<file path="src/common/icache_pkg.sv">
`default_nettype none

package icache_pkg;

    // cache geometry
    localparam int line_words = 16;
    localparam int num_sets = 128;
    localparam int num_ways = 2;

    localparam int word_bytes = 4;
    localparam int align_bits = $clog2(word_bytes);
    localparam int offset_bits = $clog2(line_words);
    localparam int index_bits = $clog2(num_sets);
    localparam int way_bits = $clog2(num_ways);
    localparam int tag_bits = 32 - index_bits - offset_bits - align_bits;

    // way, index and offset side by side
    localparam int data_addr_bits = way_bits + index_bits + offset_bits;

    typedef logic [31:0] word_t;
    typedef logic [31:0] addr_t;
    typedef logic [tag_bits-1:0] tag_t;
    typedef logic [index_bits-1:0] index_t;
    typedef logic [offset_bits-1:0] offset_t;
    typedef logic [way_bits-1:0] way_t;
    typedef logic [data_addr_bits-1:0] data_addr_t;
    typedef logic [word_bytes-1:0] strobe_t;

    // address field split
    function automatic tag_t addr_tag(addr_t addr);
        return addr[31 -: tag_bits];
    endfunction

    function automatic index_t addr_index(addr_t addr);
        return addr[align_bits + offset_bits +: index_bits];
    endfunction

    function automatic offset_t addr_offset(addr_t addr);
        return addr[align_bits +: offset_bits];
    endfunction

    function automatic data_addr_t data_addr(way_t way, index_t index, offset_t offset);
        return {way, index, offset};
    endfunction

    function automatic index_t data_addr_index(data_addr_t daddr);
        return daddr[offset_bits +: index_bits];
    endfunction

    function automatic way_t data_addr_way(data_addr_t daddr);
        return daddr[data_addr_bits-1 -: way_bits];
    endfunction

endpackage

`default_nettype wire

</file>
<file path="src/icache/icache_plru.sv">
`default_nettype none

module icache_plru import icache_pkg::*; (
    input  logic   clk,
    input  logic   resetn,
    input  index_t index1,
    input  index_t index2,
    input  logic   hit_upd1,
    input  logic   hit_upd2,
    input  way_t   hit_way1,
    input  way_t   hit_way2,
    output way_t   victim1,
    output way_t   victim2
);

    // one bit per set, names the way to replace next
    logic [num_sets-1:0] repl_q;

    always_ff @(posedge clk) begin
        if (resetn) begin
            repl_q <= '0;
        end else begin
            if (hit_upd1) begin
                repl_q[index1] <= ~hit_way1;
            end
            // second update overrides the first on a shared set
            if (hit_upd2) begin
                repl_q[index2] <= ~hit_way2;
            end
        end
    end

    assign victim1 = repl_q[index1];

    // same set as request 1: avoid the way request 1 is using
    always_comb begin
        if (index1 == index2) begin
            victim2 = ~hit_way1;
        end else begin
            victim2 = repl_q[index2];
        end
    end

endmodule

`default_nettype wire

</file>
<file path="config.mk">
export PLATFORM = sky130hd
export DESIGN_NAME = icache_plru
export DESIGN_NICKNAME = d
export VERILOG_FILES = /design/src/common/icache_pkg.sv /design/src/icache/icache_plru.sv
export SDC_FILE = /design/constraint.sdc
export NUM_CORES = 1
export LEC_CHECK = 0
export ABC_AREA = 1
export BUFFER_PORTS_ARGS = -buffer_cell sky130_fd_sc_hd__buf_4
export CORE_MARGIN = 3
export CORE_UTILIZATION = 44
export CTS_BUF_LIST = sky130_fd_sc_hd__clkbuf_4 sky130_fd_sc_hd__clkbuf_8
export DETAILED_ROUTE_END_ITERATION = 6
export PLACE_DENSITY_LB_ADDON = 0.05
export SYNTH_ARGS = -nofsm -noshare
export SYNTH_HDL_FRONTEND = slang
export SYNTH_SLANG_ARGS = --single-unit
</file>
<file path="constraint.sdc">
create_clock -name clk -period 1.75 [get_ports clk]
set_input_delay 0.175 -clock clk [delete_from_list [all_inputs] [get_ports clk]]
set_output_delay 0.175 -clock clk [all_outputs]
set_load 0.03 [all_outputs]
</file>
### Yosys cells after proc, flatten, opt, wreduce, memory -nomap -nowiden

Index checks and enable logic that the tools add are counted.

| word-level totals | value |
|---|---|
| register bits after elaboration | 128 |
| bits in latches | 0 |
| RAM bits | 0 |
| ROM bits | 0 |
| bits of input ports | 20 |
| output and inout bits | 2 |
| logic and storage cells | 24 |
| memories kept | 0 |

| operators by class | value |
|---|---|
| add/subtract/negate cells | 0 |
| $mul | 0 |
| div/mod/pow operators | 0 |
| order comparisons | 4 |
| equal/unequal tests | 1 |
| shifts and indexed selects | 0 |
| mux-type cells | 14 |
| bitwise gates (word level) | 2 |
| reduce and logical (&&, ||, !) cells | 2 |

Operator list:

| operator | number |
|---|---|
| $mux 128 | 3 |
| $bwmux 128 | 2 |
| $lt 7x8->1 const B | 2 |
| $bmux 1 s7 | 2 |
| $demux 1 s7 | 2 |
| $ge 7x1->1 const B | 2 |
| $eq 7x7->1 | 1 |
| $mux 1 | 5 |
| $logic_and 1x1->1 | 2 |
| $not 1->1 | 2 |

### Longest topological paths before layout

Gate-level depths: netlist of the first run.

| logic depth | value |
|---|---|
| depth after elaboration | 9 |
| gate-level depth with buffers | 14 |
| mapped depth without buffers | 12 |

### Worst setup path after synthesis of the first run

No wires, ideal clock.

| path | value |
|---|---|
| path type | input to output |
| start point | input port index2[1] |
| end point | output port victim2 |
| arrival time | 1,637 ps |
| data required time | 1,575 ps |
| slack | -62 ps |
| cell stages on the path | 14 |
| path through | buf_4 > inv_1 > nor2_4 > buf_2 > nand3_1 > o21ai_0 > nor2_1 > nor2_1 > nor2_1 > nand2_1 > nand2_1 > nand3_1 > nor2_1 > nor2_1 |

| between the ends | value |
|---|---|
| cells in the longest elaborated chain, start to end | 3 |

RTL lines:

| element | RTL line | source |
|---|---|---|
| start, declared | icache_plru.sv:7 | `input index_t index2,` |
| $bmux 1 s7 | icache_plru.sv:40 | `victim2 = repl_q[index2];` |
| $mux 1 (not written as such) | icache_plru.sv:40 |  |
| $mux 1 * | icache_plru.sv:37 | `if (index1 == index2) begin` |
| end, declared | icache_plru.sv:13 | `output way_t victim2` |

Every way passes the cells marked *; elsewhere a longest branch is shown, timed or not. The select of a mux whose other input is x is not followed.

### Final worst setup path of the first run

| path | value |
|---|---|
| start point | register repl_q[42] |
| end point | output port victim2 |

| between the ends | value |
|---|---|
| cells in the longest elaborated chain, start to end | 3 |

RTL lines:

| element | RTL line | source |
|---|---|---|
| start, declared | icache_plru.sv:17 | `logic [num_sets-1:0] repl_q;` |
| start signal, assigned by index | icache_plru.sv:24 | `repl_q[index1] <= ~hit_way1;` |
| start signal, assigned by index | icache_plru.sv:28 | `repl_q[index2] <= ~hit_way2;` |
| $bmux 1 s7 | icache_plru.sv:40 |  |
| $mux 1 (not written as such) | icache_plru.sv:40 |  |
| $mux 1 | icache_plru.sv:37 |  |

No other way between the ends. The select of a mux whose other input is x is not followed.

==> qor.txt, run 1 <==
Status = finished, violations left
Failing checks = setup timing
Vias in the first global route = 11330
Share of the core filled with cells = 54.45%
TritonRoute pass-1 iters = 6
Most Used Layer, Global Route = met2
Worst hold path type = in2reg
Count of pins over their slew limit = 0
Final WL = 42.93 mm
Met2 Use GR = 53.67%
First-pass GRT wire length = 65.32 mm
# diodes = 0
Die Span Y = 158.0 µm
# IOs = 22
Total vias in the final route = 12420
Largest regs = repl_q: 128 flops
Share of the synthesized area in the top cell type = 25.19%
Mapped Area = 10170 µm²
Largest net degree at the start of global routing = 80
Number of flops mapped to enable cells by yosys = 0
Commonest non-fill, non-tap cell in the layout = nand2_1
Peak VDD IR = 0.3674 mV
RSZ-0062 raised after global routing = yes
Hold Startpoint = resetn
Initial antenna violation count = 0
H-tree levels = 4
CTS root buf = clkbuf_8
Total GRT Usage = 34.18%
Design Power = 6994 µW
Setup TNS = -0.8031 ns
CTS tree = yes
Register Area = 2594 µm²
Fmax = 463.0 MHz
Setup slack, reg-to-reg = 0.65 ns
RR Endpoint = repl_q[36]$_SDFF_PP0_
Area of the multi-input gates = 6262 µm²
Final Cycle Share = 123.4%
Power per cell area = 565.7 nW/µm²
Worst hold path endpoint = repl_q[76]$_SDFF_PP0_
Clk Latency, worst-skew pair = 0.48 ns
#FFs+latches synth = 128
Ys flop type = dfxtp_1
Post-Syn Nets = 1761
M1 GR Usage = 45.58%
Syn-to-layout area delta = 21.57%
CTS sink count = 128
Worst slew pin tran = 0.5294 ns
Initial Util = 44.79%
Share of cells above drive strength 1 = 20.38%
Setup-failing EPs final = 2
Area leader, netlist = dfxtp_1
Post-synthesis cell type count = 36
GP Congestion = 0.9506
# DRC = 0
Commonest cells after routing, fill and taps aside = 436 x nand2_1, 206 x nor2_1, 182 x inv_1
Worst-path fanout max = 3
Worst hold path depth = 3
Post-Syn Instances = 1741
Maxcap violations = 0
Slew HR = 64.65%
Final WS setup = -0.4099 ns
Met3 global-route usage = 5.878%
Syn. warnings = 0
Reg clk slew, reported paths = 0.09 ns
Crit path launch type = flip-flop
Fillers = 2312
Vias/cell = 5.832
Crit. End Element = output pin
Max FFs per register = 128
Initial drt markers = 1428
# port buffers = 21
R2r worst-path depth = 6
Critical Path AT = 1.98 ns
Core area = 22710 µm²
Clock skew = 0 ns
Detailed Place HPWL = 29.23 mm
Lkg Pwr = 0.005329 µW
Clk buf depth = 2
Post-CTS Hold Buffers = 0
Fin. Hold Viols = 0
Num CTS Buffers = 17
WS Path Type = reg2out
Mean post-synth cell area = 5.842 µm²
# rows = 55
Largest register by flop count = repl_q
WP data required = 1.57 ns
DIE AREA = 24980 µm²
Dominant cells by area after synthesis = dfxtp_1 25%, nand2_1 17%, inv_1 7.9%
Min Clock Period, post-route = 2.160 ns
Routed len/inst = 20.15 µm
Total gr overflow = 0
Nets = 1852
Post-route ant nets = 0
Seq/Total Area, Yosys = 25.19%
Die Span X = 158.0 µm
Ys async rst share = 0%
RR Startpoint = repl_q[36]$_SDFF_PP0_
-- critical path, stage by stage, from the launching register on --
cell and delay (ns):
dfxtp_2 0.32, inv_2 0.08, nand2_2 0.07, nand3_2 0.07, nand2_1 0.05, nor2_1 0.12
nor2_1 0.06, nor2_1 0.17, nand2_1 0.09, nand2_1 0.08, nand3_2 0.11, nor2_2 0.12
nor2_2 0.04, buf_6 0.13
-- cells by family after synthesis --
family	share of synthesized area [%]
DFF	25.19
buffers and inverters	14.28
AOI/OAI and AO/OA	24.30
xor gates and xnor gates	0.5167
and+or+nand+nor	35.71
-- per-stage QoR --
step | std cells | hold slack [ns] | area (µm²) | worst slack, ns
floorplan | 1741 | 0.4461 | 10170 | 0.06969
global placement | 2091 | 0.4663 | 11760 | -0.3054
detailed placement | 2091 | 0.4706 | 11760 | -0.2956
CTS | 2124 | 0.1321 | 12200 | -0.3944
global route | 2130 | 0.1540 | 12360 | -0.5564
finish | 2130 | 0.1374 | 12360 | -0.4099
-- cell type report --
class | instances | area share, %
clock buffer | 21 | 2.287
clock inverter | 11 | 0.8500
inverter | 235 | 7.185
tap | 285 | 2.884
timing repair buffer | 193 | 15.17
sequential | 128 | 20.98
multi-input combinational | 1257 | 50.65
-- synthesized netlist by cell type (4+ instances only) --
cell	n
nand2_1	452
inv_1	213
nor2_1	212
nand3_1	150
dfxtp_1	128
a21oi_1	121
o21ai_0	96
a221oi_1	71
buf_2	57
clkbuf_1	53
nor2_2	26
o221ai_1	26
inv_2	21
o211ai_1	20
a31oi_1	15
o31ai_1	10
nor2_4	7
nor3_1	7
o311ai_0	7
a22oi_1	6
buf_4	6
nand4_1	4
o22ai_1	4
o311ai_1	4
xor2_1	4
-- what timing repair did --
action | CTS | global route
buffers inserted | 1 | 6
pin swaps | 18 | 26
resized for setup | 47 | 67
endpoints found under the setup margin | 2 | 2
-- worst max-delay path by stage --
stage,slack [ns],to,from,depth (start not counted)
final,-0.41,victim2,repl_q[42]$_SDFF_PP0_,13
after global routing,-0.56,victim2,repl_q[42]$_SDFF_PP0_,13
after CTS,-0.39,victim2,repl_q[36]$_SDFF_PP0_,13
after detailed placement,-0.30,repl_q[120]$_SDFF_PP0_,index1[0],11
after global placement,-0.31,repl_q[120]$_SDFF_PP0_,index1[0],11
after floorplan,0.07,victim2,index2[1],14
-- power by group --
group,leakage (µW),switching [µW],total [µW],internal (µW)
registers,0.00104,9.68,2940,2930
logic,0.00410,916,1360,443
clock network,0.000189,1440,2700,1260
total,0.00533,2360,6990,4630
-- metal layers --
layer	up-vias	wire [µm]
met5	-	0
met4	0	1974
met3	138	4203
met2	653	19130
met1	5691	17620
li1	5941	-
No activity file was read; power rests on OpenSTA's default activity.
==> run 2: changes to the inputs <==
--- a/config.mk
+++ b/config.mk
@@ -7,9 +7,10 @@
 export LEC_CHECK = 0
 export ABC_AREA = 1
 export BUFFER_PORTS_ARGS = -buffer_cell sky130_fd_sc_hd__buf_4
-export CORE_MARGIN = 3
+export CORE_MARGIN = 2
 export CORE_UTILIZATION = 44
 export CTS_BUF_LIST = sky130_fd_sc_hd__clkbuf_4 sky130_fd_sc_hd__clkbuf_8
+export CTS_CLUSTER_SIZE = 12
 export DETAILED_ROUTE_END_ITERATION = 6
 export PLACE_DENSITY_LB_ADDON = 0.05
 export SYNTH_ARGS = -nofsm -noshare
==> run 2 against run 1 <==
Effect of this change: the run still ends with setup timing left; clock power increased by 14%; critical path depth unchanged; critical path type unchanged; worst hold slack improved by 0.0027 ns; sequential share of layout area decreased by 0.25 points.
==> qor.txt, run 2 (synthesis gave the netlist of run 1 again) <==
Hold Startpoint = hit_upd2
WP data required = 1.57 ns (about the same)
Worst-path fanout max = 3 (unchanged)
Worst slew pin tran = 0.5739 ns (+0.04443 ns)
R2r worst-path depth = 6 (unchanged)
Maxcap violations = 0 (unchanged)
Setup slack, reg-to-reg = 0.66 ns (about the same)
Dpl ws = -0.2677 ns (+0.02798 ns)
Min Clock Period, post-route = 2.179 ns (+0.01883 ns)
Count of pins over their slew limit = 0 (unchanged)
Largest net degree at the start of global routing = 53 (-34%)
Fmax = 459.0 MHz (-0.86%)
Die Span Y = 156.0 µm (-1.3%)
Reg clk slew, reported paths = 0.09 ns (about the same)
Peak VDD IR = 0.4378 mV (+19%)
RR Startpoint = repl_q[63]$_SDFF_PP0_
Max FFs per register = 128 (unchanged)
Vias/cell = 5.809 (-0.40%)
# IOs = 22 (unchanged)
CTS tree = yes
Initial antenna violation count = 0 (unchanged)
Total gr overflow = 0 (unchanged)
Slew HR = 61.69% (-3.0 points)
Total GRT Usage = 36.16% (+2.0 points)
Crit path launch type = flip-flop
DIE AREA = 24350 µm² (-2.5%)
Die Span X = 156.0 µm (-1.3%)
Power per cell area = 594.1 nW/µm² (+5.0%)
Final Cycle Share = 124.5% (+1.1 points)
Num CTS Buffers = 17 (unchanged)
Detailed Place HPWL = 30.20 mm (+3.3%)
RR Endpoint = repl_q[63]$_SDFF_PP0_
Largest regs = repl_q: 128 flops
Post-CTS Hold Buffers = 0 (unchanged)
Clk buf depth = 2 (unchanged)
# rows = 55 (unchanged)
Worst hold path type = in2reg
Critical Path AT = 2.00 ns (+0.02 ns)
# diodes = 0 (unchanged)
# DRC = 0 (unchanged)
Initial Util = 44.92% (+0.14 points)
Clock skew = 0 ns (unchanged)
Worst hold path depth = 4 (+1)
Syn-to-layout area delta = 22.59%
Crit. End Element = output pin
GP Congestion = 0.9748 (+2.5%)
Lkg Pwr = 0.005394 µW (+1.2%)
# port buffers = 21 (unchanged)
Post-route ant nets = 0 (unchanged)
Final WS setup = -0.4287 ns (-0.01883 ns)
Core area = 22640 µm² (-0.30%)
WS Path Type = reg2out
Initial drt markers = 1414 (-0.98%)
Worst hold path endpoint = repl_q[103]$_SDFF_PP0_
Vias in the first global route = 11540 (+1.9%)
CTS root buf = clkbuf_8
Failing checks = setup timing
TritonRoute pass-1 iters = 6 (unchanged)
Nets = 1862 (+0.54%)
Commonest cells after routing, fill and taps aside = 441 x nand2_1, 199 x nor2_1, 183 x inv_1
Status = finished, violations left
RSZ-0062 raised after global routing = yes
H-tree levels = 4 (unchanged)
Final WL = 43.44 mm (+1.2%)
First-pass GRT wire length = 67.00 mm (+2.6%)
Total vias in the final route = 12430 (+0.024%)
Largest register by flop count = repl_q
Fin. Hold Viols = 0 (unchanged)
Setup-failing EPs final = 2 (unchanged)
Design Power = 7408 µW (+5.9%)
CTS sink count = 128 (unchanged)
Routed len/inst = 20.31 µm (+0.77%)
Share of cells above drive strength 1 = 20.33% (-0.045 points)
Clk Latency, worst-skew pair = 0.49 ns (about the same)
Commonest non-fill, non-tap cell in the layout = nand2_1
==> run 2: cell types whose count changed in the layout (fill, tap and decap cells not counted), moves of 2 or more <==
| cell | change |
|---|---|
| buf_4 | +12 |
| bufinv_16 | +3 |
| dfxtp_1 | +8 |
| dfxtp_2 | -8 |
| inv_4 | -2 |
| nand2_1 | +5 |
| nand2_2 | -5 |
| nor2_1 | -7 |
| nor2_2 | +6 |
| o21ai_1 | -2 |
==> run 2: area by class of cell <==
| cell class | instances | area [µm²] |
|---|---|---|
| clock inverter | 12 | 182.7 |
| fill | 2336 | 10170 |
| multi-input combinational | 1257 | 6266 |
| sequential | 128 | 2584 |
| inverter | 235 | 883.3 |
| timing repair buffer | 203 | 1934 |
| tap | 285 | 356.6 |
| clock buffer | 19 | 261.5 |
==> run 2: through the flow <==
step	std cells	cell area, µm²	hold slack [ns]	utilization, %	setup TNS (ns)
floorplan	1741	10170	0.4461	-	0
finish	2139	12470	0.1401	55.07	-0.7813
CTS	2140	12400	0.1302	54.77	-0.7824
global route	2139	12470	0.1731	55.07	-0.9614
global placement	2107	11870	0.4685	52.43	-6.066
detailed placement	2107	11870	0.4773	52.43	-7.770
==> run 2: layer usage <==
| layer | up-vias | routed length (µm) | track usage (%) |
|---|---|---|---|
| met2 | 602 | 18990 | 55.98 |
| met3 | 121 | 4123 | 9.278 |
| met4 | 0 | 1733 | 15.47 |
| li1 | 5962 | - | - |
| met5 | - | 0 | 0 |
| met1 | 5741 | 18600 | 47.67 |
==> run 2: what timing repair did <==
action                                  CTS  global route
endpoints found under the setup margin    2             2
setup buffers                             2             0
pin swaps                                19            26
gates resized for setup                  46            57
==> run 2: how the worst max path moves through the flow <==
stage / from / to / slack [ns] / cells after the start
after floorplan: index2[1] / victim2 / 0.07 / 14
final: repl_q[42]$_SDFF_PP0_ / victim2 / -0.43 / 13
after CTS: repl_q[36]$_SDFF_PP0_ / victim2 / -0.42 / 13
after detailed placement: index2[2] / victim2 / -0.27 / 15
after global placement: index2[2] / victim2 / -0.32 / 15
after global routing: repl_q[3]$_SDFF_PP0_ / victim2 / -0.53 / 13
==> run 2: report_power, final <==
part,internal [µW],switching [µW],total [µW]
clock,1630,1460,3090
combinational,449,934,1380
sequential,2930,9.63,2940
total,5010,2400,7410
==> run 2: worst max-delay path, stage by stage, from the launching register on <==
cell and delay (ns):
dfxtp_1 0.31, inv_1 0.10, nand2_1 0.07, nand3_1 0.08, nand2_1 0.06, nor2_1 0.09
nor2_1 0.05, nor2_1 0.18, nand2_1 0.08, nand2_1 0.08, nand3_2 0.11, nor2_2 0.12
nor2_2 0.05, buf_6 0.13
