## config.mk

```make
export PLATFORM = sky130hd
export DESIGN_NAME = icache_ctrl_flat
export DESIGN_NICKNAME = d
export VERILOG_FILES = /design/src/common/icache_pkg.sv /design/src/common/icache_if.sv /design/src/icache/icache_ctrl.sv /design/src/flat_wrapper.sv
export SDC_FILE = /design/constraint.sdc
export NUM_CORES = 1
export LEC_CHECK = 0
export BUFFER_PORTS_ARGS = -buffer_cell sky130_fd_sc_hd__buf_2
export CAP_MARGIN = 20
export CORE_AREA = 2 2 199 201
export DETAILED_ROUTE_END_ITERATION = 8
export DIE_AREA = 0 0 201 203
export GPL_ROUTABILITY_DRIVEN = 0
export SLEW_MARGIN = 20
export SYNTH_ARGS = -nofsm -noshare
export SYNTH_HDL_FRONTEND = slang
export SYNTH_SLANG_ARGS = --single-unit
```

## constraint.sdc

```tcl
create_clock -name clk -period 3.2 [get_ports clk]
set_input_delay 0.64 -clock clk [delete_from_list [all_inputs] [get_ports clk]]
set_output_delay 0.64 -clock clk [all_outputs]
set_load 0.02 [all_outputs]
```

## src/common/icache_pkg.sv

```systemverilog
`default_nettype none

package icache_pkg;

    // cache geometry
    localparam int line_words = 16;
    localparam int num_sets = 128;
    localparam int num_ways = 2;

    localparam int word_bytes = 4;
    localparam int align_bits = $clog2(word_bytes);
    localparam int offset_bits = $clog2(line_words);
    localparam int index_bits = $clog2(num_sets);
    localparam int way_bits = $clog2(num_ways);
    localparam int tag_bits = 32 - index_bits - offset_bits - align_bits;

    // way, index and offset side by side
    localparam int data_addr_bits = way_bits + index_bits + offset_bits;

    typedef logic [31:0] word_t;
    typedef logic [31:0] addr_t;
    typedef logic [tag_bits-1:0] tag_t;
    typedef logic [index_bits-1:0] index_t;
    typedef logic [offset_bits-1:0] offset_t;
    typedef logic [way_bits-1:0] way_t;
    typedef logic [data_addr_bits-1:0] data_addr_t;
    typedef logic [word_bytes-1:0] strobe_t;

    // address field split
    function automatic tag_t addr_tag(addr_t addr);
        return addr[31 -: tag_bits];
    endfunction

    function automatic index_t addr_index(addr_t addr);
        return addr[align_bits + offset_bits +: index_bits];
    endfunction

    function automatic offset_t addr_offset(addr_t addr);
        return addr[align_bits +: offset_bits];
    endfunction

    function automatic data_addr_t data_addr(way_t way, index_t index, offset_t offset);
        return {way, index, offset};
    endfunction

    function automatic index_t data_addr_index(data_addr_t daddr);
        return daddr[offset_bits +: index_bits];
    endfunction

    function automatic way_t data_addr_way(data_addr_t daddr);
        return daddr[data_addr_bits-1 -: way_bits];
    endfunction

endpackage

`default_nettype wire

```

## src/common/icache_if.sv

```systemverilog
`default_nettype none

// tag lookup and tag update between ctrl and the tag store
interface meta_port_if import icache_pkg::*; ();

    index_t raddr1;
    index_t raddr2;
    logic we;
    index_t waddr;
    way_t wway;
    tag_t wtag;

    // one entry per way for each read port
    logic [num_ways-1:0] rvalid1;
    tag_t [num_ways-1:0] rtag1;
    logic [num_ways-1:0] rvalid2;
    tag_t [num_ways-1:0] rtag2;

    modport master (
        output raddr1, raddr2, we, waddr, wway, wtag,
        input  rvalid1, rtag1, rvalid2, rtag2
    );

    modport slave (
        input  raddr1, raddr2, we, waddr, wway, wtag,
        output rvalid1, rtag1, rvalid2, rtag2
    );

endinterface

// one port of the data array, read data one cycle after en
interface data_port_if import icache_pkg::*; ();

    logic en;
    strobe_t strobe;
    data_addr_t addr;
    word_t wdata;
    word_t rdata;

    modport master (output en, strobe, addr, wdata, input rdata);

    modport slave (input en, strobe, addr, wdata, output rdata);

endinterface

`default_nettype wire

```

## src/icache/icache_ctrl.sv

```systemverilog
`default_nettype none

module icache_ctrl import icache_pkg::*; (
    input  logic        clk,
    input  logic        resetn,
    input  logic        req1_valid,
    input  addr_t       req1_addr,
    input  logic        req2_valid,
    input  addr_t       req2_addr,
    output logic        addr_ok,
    output logic        data_ok,
    output word_t [1:0] rdata,
    output logic        mem_valid,
    output addr_t       mem_addr,
    input  logic        mem_ready,
    input  logic        mem_last,
    input  word_t       mem_data,
    meta_port_if.master meta,
    data_port_if.master port_a,
    data_port_if.master port_b,
    output index_t      index1,
    output index_t      index2,
    output logic        hit_upd1,
    output logic        hit_upd2,
    output way_t        hit_way1,
    output way_t        hit_way2,
    input  way_t        victim1,
    input  way_t        victim2
);

    typedef enum logic [1:0] {
        IDLE,
        FETCH_1,
        FETCH_2
    } state_t;

    state_t state;
    tag_t tag1, tag2;
    offset_t offset1, offset2;
    logic [num_ways-1:0] hit_bits1, hit_bits2;
    logic hit1, hit2;
    logic miss1, miss2;
    data_addr_t refill_q;
    logic data_ok_q;

    assign tag1 = addr_tag(req1_addr);
    assign tag2 = addr_tag(req2_addr);
    assign index1 = addr_index(req1_addr);
    assign index2 = addr_index(req2_addr);
    assign offset1 = addr_offset(req1_addr);
    assign offset2 = addr_offset(req2_addr);

    assign meta.raddr1 = index1;
    assign meta.raddr2 = index2;

    // per-way tag compare
    always_comb begin
        hit_way1 = '0;
        hit_way2 = '0;
        for (int w = 0; w < num_ways; w++) begin
            hit_bits1[w] = meta.rvalid1[w] && (meta.rtag1[w] == tag1);
            hit_bits2[w] = meta.rvalid2[w] && (meta.rtag2[w] == tag2);
            if (hit_bits1[w]) begin
                hit_way1 = way_t'(w);
            end
            if (hit_bits2[w]) begin
                hit_way2 = way_t'(w);
            end
        end
    end

    assign hit1 = |hit_bits1;
    assign hit2 = |hit_bits2;

    assign hit_upd1 = (state == IDLE) && req1_valid && hit1;
    assign hit_upd2 = (state == IDLE) && req2_valid && hit2;
    assign addr_ok = hit_upd1 && hit_upd2;

    // request 1 first, request 2 only behind a hit on request 1
    assign miss1 = req1_valid && !hit1;
    assign miss2 = req1_valid && hit1 && req2_valid && !hit2;

    always_ff @(posedge clk) begin
        if (resetn) begin
            state <= IDLE;
            data_ok_q <= 1'b0;
        end else begin
            data_ok_q <= addr_ok;
            case (state)
                IDLE: begin
                    if (miss1) begin
                        state <= FETCH_1;
                    end else if (miss2) begin
                        state <= FETCH_2;
                    end
                end
                FETCH_1, FETCH_2: begin
                    if (mem_ready && mem_last) begin
                        state <= IDLE;
                    end
                end
                default: begin
                    state <= IDLE;
                end
            endcase
        end
    end

    // refill target, offset wraps inside the line
    always_ff @(posedge clk) begin
        if (state == IDLE) begin
            if (miss1) begin
                refill_q <= data_addr(victim1, index1, offset1);
            end else if (miss2) begin
                refill_q <= data_addr(victim2, index2, offset2);
            end
        end else if (mem_ready) begin
            refill_q[offset_bits-1:0] <= refill_q[offset_bits-1:0] + 1'b1;
        end
    end

    // tag goes valid with the last beat
    assign meta.we = (state != IDLE) && mem_ready && mem_last;
    assign meta.waddr = data_addr_index(refill_q);
    assign meta.wway = data_addr_way(refill_q);
    assign meta.wtag = (state == FETCH_2) ? tag2 : tag1;

    assign mem_valid = (state != IDLE);

    always_comb begin
        case (state)
            FETCH_1: mem_addr = req1_addr;
            FETCH_2: mem_addr = req2_addr;
            default: mem_addr = '0;
        endcase
    end

    // port_a reads request 1
    assign port_a.en = addr_ok;
    assign port_a.strobe = '0;
    assign port_a.addr = data_addr(hit_way1, index1, offset1);
    assign port_a.wdata = '0;

    // port_b reads request 2 or takes refill beats
    always_comb begin
        port_b.en = addr_ok;
        port_b.strobe = '0;
        port_b.addr = data_addr(hit_way2, index2, offset2);
        port_b.wdata = '0;
        if (state != IDLE) begin
            port_b.en = mem_ready;
            port_b.strobe = '1;
            port_b.addr = refill_q;
            port_b.wdata = mem_data;
        end
    end

    assign data_ok = data_ok_q;
    assign rdata = {port_b.rdata, port_a.rdata};

endmodule

`default_nettype wire

```

## src/flat_wrapper.sv

```systemverilog
// flat-port wrapper written by rule: the top's interface ports become plain ports
module icache_ctrl_flat import icache_pkg::*;
  (clk, resetn, req1_valid, req1_addr, req2_valid, req2_addr, addr_ok, data_ok, rdata, mem_valid, mem_addr, mem_ready, mem_last, mem_data, index1, index2, hit_upd1, hit_upd2, hit_way1, hit_way2, victim1, victim2, meta_raddr1, meta_raddr2, meta_we, meta_waddr, meta_wway, meta_wtag, meta_rvalid1, meta_rtag1, meta_rvalid2, meta_rtag2, port_a_en, port_a_strobe, port_a_addr, port_a_wdata, port_a_rdata, port_b_en, port_b_strobe, port_b_addr, port_b_wdata, port_b_rdata);
  meta_port_if meta_i ();
  data_port_if port_a_i ();
  data_port_if port_b_i ();
  input  logic clk;
  input  logic resetn;
  input  logic req1_valid;
  input  addr_t req1_addr;
  input  logic req2_valid;
  input  addr_t req2_addr;
  output logic addr_ok;
  output logic data_ok;
  output word_t [1:0] rdata;
  output logic mem_valid;
  output addr_t mem_addr;
  input  logic mem_ready;
  input  logic mem_last;
  input  word_t mem_data;
  output index_t index1;
  output index_t index2;
  output logic hit_upd1;
  output logic hit_upd2;
  output way_t hit_way1;
  output way_t hit_way2;
  input  way_t victim1;
  input  way_t victim2;
  output wire logic [$bits(meta_i.raddr1)-1:0] meta_raddr1;
  output wire logic [$bits(meta_i.raddr2)-1:0] meta_raddr2;
  output wire logic [$bits(meta_i.we)-1:0] meta_we;
  output wire logic [$bits(meta_i.waddr)-1:0] meta_waddr;
  output wire logic [$bits(meta_i.wway)-1:0] meta_wway;
  output wire logic [$bits(meta_i.wtag)-1:0] meta_wtag;
  input wire logic [$bits(meta_i.rvalid1)-1:0] meta_rvalid1;
  input wire logic [$bits(meta_i.rtag1)-1:0] meta_rtag1;
  input wire logic [$bits(meta_i.rvalid2)-1:0] meta_rvalid2;
  input wire logic [$bits(meta_i.rtag2)-1:0] meta_rtag2;
  output wire logic [$bits(port_a_i.en)-1:0] port_a_en;
  output wire logic [$bits(port_a_i.strobe)-1:0] port_a_strobe;
  output wire logic [$bits(port_a_i.addr)-1:0] port_a_addr;
  output wire logic [$bits(port_a_i.wdata)-1:0] port_a_wdata;
  input wire logic [$bits(port_a_i.rdata)-1:0] port_a_rdata;
  output wire logic [$bits(port_b_i.en)-1:0] port_b_en;
  output wire logic [$bits(port_b_i.strobe)-1:0] port_b_strobe;
  output wire logic [$bits(port_b_i.addr)-1:0] port_b_addr;
  output wire logic [$bits(port_b_i.wdata)-1:0] port_b_wdata;
  input wire logic [$bits(port_b_i.rdata)-1:0] port_b_rdata;
  assign meta_raddr1 = meta_i.raddr1;
  assign meta_raddr2 = meta_i.raddr2;
  assign meta_we = meta_i.we;
  assign meta_waddr = meta_i.waddr;
  assign meta_wway = meta_i.wway;
  assign meta_wtag = meta_i.wtag;
  assign meta_i.rvalid1 = meta_rvalid1;
  assign meta_i.rtag1 = meta_rtag1;
  assign meta_i.rvalid2 = meta_rvalid2;
  assign meta_i.rtag2 = meta_rtag2;
  assign port_a_en = port_a_i.en;
  assign port_a_strobe = port_a_i.strobe;
  assign port_a_addr = port_a_i.addr;
  assign port_a_wdata = port_a_i.wdata;
  assign port_a_i.rdata = port_a_rdata;
  assign port_b_en = port_b_i.en;
  assign port_b_strobe = port_b_i.strobe;
  assign port_b_addr = port_b_i.addr;
  assign port_b_wdata = port_b_i.wdata;
  assign port_b_i.rdata = port_b_rdata;
  icache_ctrl u_core (.clk(clk), .resetn(resetn), .req1_valid(req1_valid), .req1_addr(req1_addr), .req2_valid(req2_valid), .req2_addr(req2_addr), .addr_ok(addr_ok), .data_ok(data_ok), .rdata(rdata), .mem_valid(mem_valid), .mem_addr(mem_addr), .mem_ready(mem_ready), .mem_last(mem_last), .mem_data(mem_data), .meta(meta_i), .port_a(port_a_i), .port_b(port_b_i), .index1(index1), .index2(index2), .hit_upd1(hit_upd1), .hit_upd2(hit_upd2), .hit_way1(hit_way1), .hit_way2(hit_way2), .victim1(victim1), .victim2(victim2));
endmodule
```

# Yosys cells after proc, flatten, opt, wreduce, memory -nomap -nowiden
# Index checks and enable logic that the tools add are counted.
[totals] regBits=15 elab_cells=57 inputBits=248
[op_classes] reduce_logical=28 n_mux=16 n_addsub=1 eq_ne=8
[ops] cell="equality test 19 bit" count=4
[ops] cell="case mux 32 bit (2 select lines)" count=1
[ops] cell="two-way mux 12 bit" count=3
[ops] cell="two-way mux 32 bit" count=1
[ops] cell="two-way mux 19 bit" count=1
[ops] cell="logical AND 1 bit" count=16
[ops] cell="two-way mux 4 bit" count=3
[ops] cell="two-way mux 2 bit" count=3
[ops] cell="AND reduction 2 bit" count=3
[ops] cell="nonzero test 2 bit" count=3
[ops] cell="OR reduction 2 bit" count=3
[ops] cell="adder 4 x 1 -> 4 bit, second input constant" count=1
[ops] cell="case mux 2 bit (2 select lines)" count=1
[ops] cell="two-way mux 1 bit" count=3
[ops] cell="inequality test 3 x 1 -> 1 bit, second input constant" count=1
[ops] cell="equality test 2 x 1 -> 1 bit, second input constant" count=1
[ops] cell="equality test 2 bit, second input constant" count=1
[ops] cell="logical NOT 1 bit" count=2
[ops] cell="logical NOT 2 bit" count=1
[ops] cell="inequality test 2 x 1 -> 1 bit, second input constant" count=1

# Logic depth before layout (Yosys ltp)
[depth] depth_word=9 depth_mapped=8 mapped_depth_nobuf=6

# Worst setup path before layout
# No wires, ideal clock.
[synth_timing] path_kind="input to output" start="input port req2_addr[23]" end="output port port_a_en" required_time_ns=2.560 cell_stages=7 n_path_buf=1 arrival_ns=1.982 slack_ns=0.578 cell_sequence="xor2_1 nor4_1 nand4_1 o22ai_1 nand4_1 inv_1 buf_4"
[synth_via] elab_chain_cells=5 word_cells_on_any_way=7 classes_between="eq/ne: 2; reduce/logical: 5"
[synth_lines] item="from (decl)" line_no="flat_wrapper.sv:12" source="input addr_t req2_addr;"
[synth_lines] item="equality test 19 bit" line_no="icache_ctrl.sv:62" source="hit_bits2[w] = meta.rvalid2[w] && (meta.rtag2[w] == tag2);"
[synth_lines] item="logical AND 1 bit" line_no="icache_ctrl.sv:62"
[synth_lines] item="OR reduction 2 bit (*)" line_no="icache_ctrl.sv:73" source="assign hit2 = |hit_bits2;"
[synth_lines] item="logical AND 1 bit (*)" line_no="icache_ctrl.sv:76" source="assign hit_upd2 = (state == IDLE) && req2_valid && hit2;"
[synth_lines] item="logical AND 1 bit (*)" line_no="icache_ctrl.sv:77" source="assign addr_ok = hit_upd1 && hit_upd2;"
[synth_lines] item="to (decl)" line_no="flat_wrapper.sv:39" source="output wire logic [$bits(port_a_i.en)-1:0] port_a_en;"
# Every way passes the cells marked *; elsewhere a longest branch is shown, timed or not.

# Final worst setup path
[layout_timing] start="input port req1_addr[18]" end="output port addr_ok"
[layout_via] elab_chain_cells=5 word_cells_on_any_way=7 classes_between="eq/ne: 2; reduce/logical: 5"
[layout_lines] item="from (decl)" line_no="flat_wrapper.sv:10" source="input addr_t req1_addr;"
[layout_lines] item="equality test 19 bit" line_no="icache_ctrl.sv:61" source="hit_bits1[w] = meta.rvalid1[w] && (meta.rtag1[w] == tag1);"
[layout_lines] item="logical AND 1 bit" line_no="icache_ctrl.sv:61"
[layout_lines] item="OR reduction 2 bit (*)" line_no="icache_ctrl.sv:72" source="assign hit1 = |hit_bits1;"
[layout_lines] item="logical AND 1 bit (*)" line_no="icache_ctrl.sv:75" source="assign hit_upd1 = (state == IDLE) && req1_valid && hit1;"
[layout_lines] item="logical AND 1 bit (*)" line_no="icache_ctrl.sv:77"
[layout_lines] item="to (decl)" line_no="flat_wrapper.sv:13" source="output logic addr_ok;"
# Marked as above.

==> results.sh <==
export IMPL_setup_ws_ns=0.149
export IMPL_io_buffers=340
export IMPL_fp_row_count=72
export IMPL_crit_type="input port to primary output"
export IMPL_fp_dieW_um=201
export IMPL_async_flop_share=0
export IMPL_drc=0
export IMPL_hold_end="u_core.state[1]"
export IMPL_clock_sinks=15
export IMPL_r2r_start="u_core.state[0]"
export IMPL_core_um2=38500
export IMPL_fmaxAchievable_mhz=328
export IMPL_post_route_cell_area_um2=5560
export IMPL_critical_path_cell_chain="buf_2, xor2_1, nor4_1, nand3_1, o22ai_2, buf_4, nand4_1, inv_1, buf_2"
export IMPL_syn_area_um2=3960
export IMPL_cp_slowest_stage_delay_ns=0.30
export IMPL_post_route_cells_drive_above_1_share=0.520
export IMPL_fin_crit_sh=0.953
export IMPL_synth_flop_cell="edfxtp_1"
export IMPL_grt_pass1_vias=4081
export IMPL_cts_root_buffer="clkbuf_16"
export IMPL_vias_per_cell=3.42
export IMPL_synth_seq_area_share=0.106
export IMPL_yosysUniqueCellTypes=34
export IMPL_tightest_slew_ns=0.591
export IMPL_p_clk_frac=0.157
export IMPL_reg2reg_slack_ns=1.17
export IMPL_cts_tree="done"
export IMPL_grt_overflow=0
export IMPL_p_per_area_nw_per_um2=309
export IMPL_die_h_um=203
export IMPL_hp_class="flop to flop"
export IMPL_cpMaxStageDelayCell="nor4_1"
export IMPL_cpMostUsedCell="buf_2"
export IMPL_setup_viol=0
export IMPL_internal_power_uw=856
export IMPL_first_iter_violations=210
export IMPL_setup_tns_ns=0
export IMPL_leakage_nw=2.73
export IMPL_slew_violations=0
export IMPL_worstPathMaxFanout=4
export IMPL_grt_pass1_wl_um=27200
export IMPL_nNetsFinal=1016
export IMPL_insertion_delay_ns=0.26
export IMPL_clk_path_buf_depth=2
export IMPL_instances_no_fill=1284
export IMPL_relSlewSlack=0.606
export IMPL_antenna_found_initial=3
export IMPL_hpwl_um=18000
export IMPL_cap_violations=0
export IMPL_cts_hold_buf=0
export IMPL_synth_edf_count=12
export IMPL_grt_max_degree=33
export IMPL_synth_cells=530
export IMPL_grt_usage=0.0920
export IMPL_skew_ns=0.00100
export IMPL_pre_cts_slack_ns=-0.0406
export IMPL_required_ns=2.56
export IMPL_avgSynthCellArea_um2=7.46
export IMPL_cp_arrival_ns=2.41
export IMPL_hold_path_cell_count=1
export IMPL_area_growth_pct=40.5
export IMPL_p_seq_frac=0.156
export IMPL_r2r_cells=6
export IMPL_cp_start_kind="input port"
export IMPL_rsz0062_at_grt="false"
export IMPL_h_tree_depth=1
export IMPL_outcome="completed"
export IMPL_pwr_share_comb=0.687
export IMPL_initial_core_util=0.103
export IMPL_drt_pass1_iter_count=4
export IMPL_wl_per_cell_um=15.8
export IMPL_endpoint_kind="primary output"
export IMPL_dr_total_vias=4396
export IMPL_switchingPower_uw=863
export IMPL_ys_seq_elements=15
export IMPL_swShare=0.502
export IMPL_postRouteAntennaNets=0
export IMPL_placed_area_um2=5450
export IMPL_final_hold_violation_count=0
export IMPL_yosys_warnings=0
export IMPL_die_area_um2=40800
export IMPL_period_minus_slack_ns=3.05
export IMPL_dp_cells=1277
export IMPL_r2r_end="u_core.refill_q[0]"
export IMPL_ios=505
export IMPL_wirelength_um=20300
export IMPL_peakVddDrop_mv=0.136
export IMPL_fillCellCount=4457
export IMPL_clk_pin_slew_worst_paths_ns=0.05
export IMPL_cts_buffers_inserted=3
export IMPL_hp_start="u_core.state[1]"
==> Yosys cell counts (all sizes together) (2+ instances only) <==
master  number  area, µm²
a21boi      20        150
a21oi        3       15.0
a22oi       13       97.6
and3         3       18.8
buf        155       1160
clkbuf      16       60.1
dfxtp        3       60.1
edfxtp      12        360
ha           4       50.1
inv         26       97.6
mux2        20        225
mux2i        5       50.1
nand2       43        161
nand3        5       25.0
nand4        9       56.3
nor2        12       45.0
nor2b       46        288
nor4        19        119
nor4b        4       35.0
o21a         2       15.0
o21ai       21        105
o22ai        2       12.5
or2          2       12.5
xnor2       17        149
xor2        61        534
==> power groups by stage <==
stage / Clock, mW / Combinational [mW] / Sequential, mW
3_5_place_dp: 0 / 1.20 / 0.272
6_report: 0.269 / 1.18 / 0.268
2_1_floorplan: 0 / 0.867 / 0.265
4_1_cts: 0.293 / 1.20 / 0.268
3_3_place_gp: 0 / 1.19 / 0.271
5_1_grt: 0.301 / 1.28 / 0.271
==> critical path: cells and delay by family <==
kind,cells,cell delay (ns)
AO/OA/AOI/OAI,1,0.28
AND/OR/NAND/NOR,3,0.63
XOR/XNOR,1,0.22
buffers and inverters,4,0.64
==> worst max-delay path by stage <==
stage	startpoint	endpoint	depth (start not counted)
finish	req1_addr[18]	addr_ok	9
global placement	req2_addr[31]	addr_ok	8
detailed placement	req2_addr[31]	addr_ok	8
CTS	req1_addr[24]	addr_ok	9
global route	req2_addr[22]	addr_ok	8
floorplan	req2_addr[23]	port_a_en	7
==> flip-flops by register name (all words and copies together), names as in the netlist <==
register,flops
u_core.data_ok,1
u_core.refill_q,12
u_core.state,2
==> logic make-up (layout without fill, tap and decap cells) <==
group | after synthesis | after routing | synth area share
xor+xnor | 78 | 78 | 0.173
fa+ha+maj | 4 | 4 | 0.0127
compound gates | 65 | 65 | 0.109
simple gates | 145 | 145 | 0.196
mux | 25 | 25 | 0.0696
other cells | 1 | 39 | 0.000948
buf+inv | 197 | 395 | 0.333
flops | 15 | 15 | 0.106
==> cell usage in the layout (no fill, tap or decap), types with 12 or more instances in the layout <==
cell type    n
xor2_1      61
buf_2      340
nor2_1      12
inv_1       26
a21boi_0    20
a22oi_1     13
xnor2_1     17
nor4_1      17
nor2b_1     46
buf_4       23
edfxtp_1    12
conb_1      36
mux2_2      20
nand2_1     43
o21ai_0     21
==> routing by layer <==
| layer | up-vias | global-route usage | part of all wire |
|---|---|---|---|
| met5 | - | 0 | 0 |
| met4 | 0 | 0.0296 | 0.027 |
| met3 | 37 | 0.0258 | 0.10 |
| met2 | 332 | 0.146 | 0.44 |
| met1 | 1994 | 0.120 | 0.43 |
| li1 | 2033 | - | - |
==> repair_timing <==
| action | in CTS | in global routing |
|---|---|---|
| resized for setup | 1 | 3 |
| setup buffers | 0 | 0 |
| endpoints found under the hold margin | 0 | 0 |
| setup endpoints to repair | 2 | 4 |
==> metrics by stage <==
| stage | hold slack [ns] | total power, mW | utilization |
|---|---|---|---|
| global route | 0.559 | 1.85 | 0.144 |
| finish | 0.508 | 1.72 | 0.144 |
| global placement | 0.489 | 1.46 | 0.142 |
| detailed placement | 0.504 | 1.47 | 0.142 |
| CTS | 0.518 | 1.76 | 0.144 |
| floorplan | 0.467 | 1.13 | - |
==> final cells by class <==
class / instances / area (µm²) / share of cell area
Multi-Input combinational cell: 353 / 2390 / 0.430
Timing Repair Buffer: 365 / 1910 / 0.345
Tap cell: 518 / 648 / 0.117
Sequential cell: 15 / 420 / 0.0757
Inverter: 26 / 97.6 / 0.0176
Clock buffer: 4 / 78.8 / 0.0142
Antenna cell: 3 / 7.51 / 0.00135
Power figures use the tool's default switching activity.
